--- config.mk ---
export PLATFORM = sky130hd
export DESIGN_NAME = store_buffer
export DESIGN_NICKNAME = d
export VERILOG_FILES = /design/src/cache_pkg.sv /design/src/store_buffer.sv
export VERILOG_INCLUDE_DIRS = /design/src
export SDC_FILE = /design/constraint.sdc
export NUM_CORES = 1
export LEC_CHECK = 0
export ABC_AREA = 0
export BUFFER_PORTS_ARGS = -buffer_cell sky130_fd_sc_hd__buf_2
export CAP_MARGIN = 30
export CORE_AREA = 2 2 72 102
export CTS_CLUSTER_SIZE = 20
export DETAILED_ROUTE_END_ITERATION = 7
export DIE_AREA = 0 0 74 104
export MAX_ROUTING_LAYER = met4
export PLACE_DENSITY = 0.77
export REMOVE_ABC_BUFFERS = 1
export SKIP_LAST_GASP = 1
export SYNTH_ARGS = -nofsm -noshare
export SYNTH_HDL_FRONTEND = slang
export SYNTH_SLANG_ARGS = --single-unit
export TNS_END_PERCENT = 20
--- constraint.sdc ---
create_clock -name clk -period 1.98 [get_ports clk]
set_clock_uncertainty 0.15 [all_clocks]
set_input_delay 0.396 -clock clk [delete_from_list [all_inputs] [get_ports clk]]
set_output_delay 0.396 -clock clk [all_outputs]
set_load 0.05 [all_outputs]
--- src/cache_consts.svh ---
`ifndef CACHE_CONSTS_SVH
`define CACHE_CONSTS_SVH

// geometry
`define CACHE_SETS      256
`define INDEX_W         8
`define TAG_W           20
`define OFFSET_W        4
`define BANKS           4
`define WORD_W          32
`define LINE_W          128

// memory request type codes for both read and write channels
`define RD_TYPE_WORD    3'b010
`define RD_TYPE_LINE    3'b100

// victim selection
`define LFSR_SEED       8'd1

`endif

--- src/cache_pkg.sv ---
`include "cache_consts.svh"

package cache_pkg;

    typedef logic [`WORD_W-1:0] word_t;
    typedef word_t [`BANKS-1:0] line_t;     // bank 0 in the low word

    typedef struct packed {
        logic                   op;         // 1 = store
        logic [`INDEX_W-1:0]    index;
        logic [`TAG_W-1:0]      tag;
        logic [`OFFSET_W-1:0]   offset;
        logic [3:0]             wstrb;
        word_t                  wdata;
        logic                   cached;
    } cpu_req_t;

    typedef struct packed {
        logic [`TAG_W-1:0]  tag;
        logic               valid;
        logic               dirty;
    } meta_t;

    typedef struct packed {
        logic [2:0]     rtype;
        logic [31:0]    addr;
    } mem_rd_req_t;

    typedef struct packed {
        logic [2:0]     wtype;
        logic [31:0]    addr;
        logic [3:0]     wstrb;
        line_t          data;
    } mem_wr_req_t;

    typedef enum logic [2:0] {
        st_idle,
        st_lookup,
        st_miss,
        st_replace,
        st_refill
    } main_state_t;

    // byte-strobed store on top of an existing word
    function automatic word_t merge_word(logic [3:0] wstrb, word_t wdata, word_t old);
        word_t res;
        for (int i = 0; i < 4; i++) begin
            res[8*i +: 8] = wstrb[i] ? wdata[8*i +: 8] : old[8*i +: 8];
        end
        return res;
    endfunction

endpackage

--- src/store_buffer.sv ---
`include "cache_consts.svh"

module store_buffer import cache_pkg::*; (
    input  logic                    clk,
    input  logic                    resetn,
    input  logic                    load,
    input  cpu_req_t                req,
    input  logic                    hit_way,
    input  word_t                   hit_word,
    input  logic [`INDEX_W-1:0]     new_index,
    input  logic [1:0]              new_bank,
    input  logic                    new_is_read,
    output logic                    busy,
    output logic                    wr_way,
    output logic [`INDEX_W-1:0]     wr_index,
    output logic [1:0]              wr_bank,
    output word_t                   wr_word,
    output logic                    conflict
);

    cpu_req_t req_d;    // request seen last cycle = the one now in lookup
    logic     same_word;
    logic     read_blocked;

    always_ff @(posedge clk) begin
        req_d <= req;
        if (load) begin
            wr_way   <= hit_way;
            wr_index <= req_d.index;
            wr_bank  <= req_d.offset[3:2];
            wr_word  <= merge_word(req_d.wstrb, req_d.wdata, hit_word);
        end
    end

    always_ff @(posedge clk) begin
        if (!resetn) begin
            busy <= 1'b0;
        end else begin
            busy <= load;
        end
    end

    // store still in lookup and ram not yet written
    assign same_word = load && new_index == req_d.index && new_bank == req_d.offset[3:2];

    // while writing, the written way sits at wr_index
    assign read_blocked = same_word || busy && (new_index != wr_index || new_bank == wr_bank);

    // a new store would merge into a stale word, so stores wait for the buffer
    assign conflict = new_is_read ? read_blocked : (load || busy);

endmodule

==> run summary <==
Die area: 7696 um2
Area leader, netlist: edfxtp_1
GRT Util Overall: 17.02%
Netlist cell types: 16
Critical Path AT: 1.70 ns
Clk_lat worst skew: 0.34 ns
Tmin final: 2.251 ns
Max-slew violation count: 0
Critical path class: flop to output pin
DR pass1 iterations: 4
Met2 Use GR: 30.04%
Reg2reg start: req_d[35]
HPWL Detailed: 4056 um
Adder-Cell Fraction of Synth Area: 0%
Hold WC Path Type: primary input to flop
Syn Std Cell Area: 2865 um2
Synth Area in XOR/XNOR: 6.114%
Compound-cell area share of the yosys netlist: 1.092%
Final period utilization: 113.7%
Worst Max-Slew Pin Slew: 0.4079 ns
P&R area growth vs syn: 51.18%
Sequential element share of the synthesized area: 77.90%
Largest family of logic cells by synthesized area: multiplexers
Via density: 4.278
Clk sink count: 90
I/O pins: 162
Static leakage: 0.001872 uW
CP max-delay cell: edfxtp_1
Drt wl/cell: 13.72 um
Clk root buf: clkbuf_8
Pwr Density: 914.9 nW/um2
Worst setup SP type: flop
Grt ovf: 0
Hold depth: 1
Filler Cell Count: 518
CTS tree: done
Vias in the first global route: 2070
H-tree depth: 3
Worst-path clk slew: 0.08 ns
Slack of the critical path: -0.2709 ns
Hold WS: 0.08153 ns
Pin count of the biggest net entering global routing: 32
Outcome: complete, but fails checks
Diode count: 0
Clock buffer depth: 2
Syn Inst Count: 157
Layout cells sized above 1: 52.26%
Count of endpoints failing setup in the final report: 1
Final total power: 3963 uW
Unrepaired setup endpoints after global routing: yes
Area share of the largest cell type after synthesis: 45.07%
Die height: 104 um
Leading cell types by total area after synthesis: edfxtp_1 (45%), dfxtp_1 (33%), mux2_2 (13%)
Placeable Area: 6802 um2
Synthesis warning total: 0
DR vias: 1921
CP max stage delay: 0.40 ns
Die width: 74 um
Crit-path cells: xor2_1 -> nor4_2 -> a31oi_1 -> o21bai_1 -> buf_4
Rows: 36
Critical path data required time: 1.43 ns
Gpl congestion: 0.7156
Maximum VDD drop: 0.5516 mV
Slew margin rel.: 72.80%
Hold EP: wr_way
Initial Utilization: 42.13%
Global-route wire length before repair: 9335 um
Avg Inst Size Synth: 18.25 um2
Most Used Layer, Global Route: met2
Cts bufs inserted: 9
Setup Fix Bufs, Post-CTS: 0
Max Fclk: 444.3 MHz
Nets@finish: 466
CP Capture Type: output pin
Port Buffers: 137
Post-synthesis mux area share: 12.58%
Max Cap Viol: 0
Simple-gate share of the synthesized area: 1.485%
ANT nets after route: 0
Violated checks: negative setup slack
Hold path start: hit_way
Worst Reg-to-Reg Cells: 1
Met1 Resource Use GR: 16.85%
Reg-to-reg endpoint: wr_word[17]
Flop2flop setup slack: 0.66 ns
DR DRC count: 0
Cell family with most CP delay: flip-flops
Hold Fails Final Rpt: 0
GR Util met3: 4.942%
WL final: 6161 um
Worst path buffer plus inverter count: 1
Initial antenna violation count: 0
Critical path peak fanout: 2
Initial DRC Count: 54
Synth Register Bits: 90
[final cells by class]
type / count / area (um2) / area share [%]
well taps: 95 / 118.9 / 2.744
clock buffers: 13 / 138.9 / 3.206
flip-flops and latches: 90 / 2232 / 51.53
inverters: 1 / 3.754 / 0.08666
repair buffers: 185 / 1164 / 26.86
clock inverters: 3 / 65.06 / 1.502
multi-input cells: 62 / 609.3 / 14.07
[synthesized netlist by cell type]
cell and n:
nor3_1 1, nor4_1 1, buf_2 4, and2_1 1
edfxtp_1 43, a211oi_2 1, xnor2_1 8, dfxtp_1 47
a31oi_1 1, nor4_2 1, xor2_1 12, o21bai_1 1
mux2_2 32, a21oi_1 1, nand4_1 2, inv_1 1
[registers in the layout, summed over array words and instances (netlist names)]
signal,count
wr_index,8
wr_word,32
busy,1
req_d,46
wr_way,1
wr_bank,2
[power by group]
group          switching [uW]  internal, uW
sequential               45.6          2070
combinational             325           235
clock                     577           712
[per-stage QoR]
step,instance area [um2],setup slack [ns],util (%),cells,TNS [ns]
floorplan,2845,-0.2038,-,153,-0.2038
global placement,3665,-0.08068,53.88,387,-0.08068
detailed placement,3665,-0.07243,53.88,387,-0.07243
CTS,4332,-0.2976,63.69,449,-0.2976
global route,4332,-0.3573,63.69,449,-0.3573
finish,4332,-0.2709,63.69,449,-0.2709
[per-layer routing]
layer	routed length, um	vias up
met3	402	8
met5	0	-
li1	-	946
met1	2306	880
met4	72	0
met2	3380	87
[layout by cell type (no fill, tap or decap)]
cell / Yosys / final
buf_2: 4 / 136
dfxtp_1: 47 / 47
dlygate4sd3_1: 0 / 46
edfxtp_1: 43 / 43
mux2_2: 32 / 32
xor2_1: 12 / 12
clkbuf_8: 0 / 9
xnor2_1: 8 / 8
clkbuf_1: 0 / 4
buf_4: 0 / 3
nand4_1: 2 / 2
bufinv_16: 0 / 2
nor4_1: 1 / 1
inv_1: 1 / 1
a211oi_2: 1 / 1
nor3_1: 1 / 1
nor4_2: 1 / 1
a21oi_1: 1 / 1
a31oi_1: 1 / 1
o21bai_1: 1 / 1
and2_1: 1 / 1
clkinv_2: 0 / 1
[cells by family (layout without fill, tap and decap cells)]
kind of cell    Yosys count  count (layout)
flops                    90              90
mux                      32              32
xor+xnor                 20              20
simple gates              6               6
buf+inv                   5             202
compound gates            4               4
[worst max path at each step]
stage	end	depth (start not counted)	start	slack (ns)
after detailed placement	conflict	6	new_index[3]	-0.07
after global routing	conflict	5	wr_index[0]	-0.36
final	conflict	5	wr_index[0]	-0.27
after global placement	conflict	6	new_index[3]	-0.08
after CTS	conflict	5	wr_index[3]	-0.30
after floorplan	conflict	4	new_index[3]	-0.20
[repair_timing]
item | in CTS | in global routing
setup endpoints to repair | 1 | 1
gates resized for setup | 1 | 0
endpoints found under the hold margin | 46 | 0
pin swaps | 0 | 2
hold buffers | 46 | 0
Power figures use the tool's default switching activity.
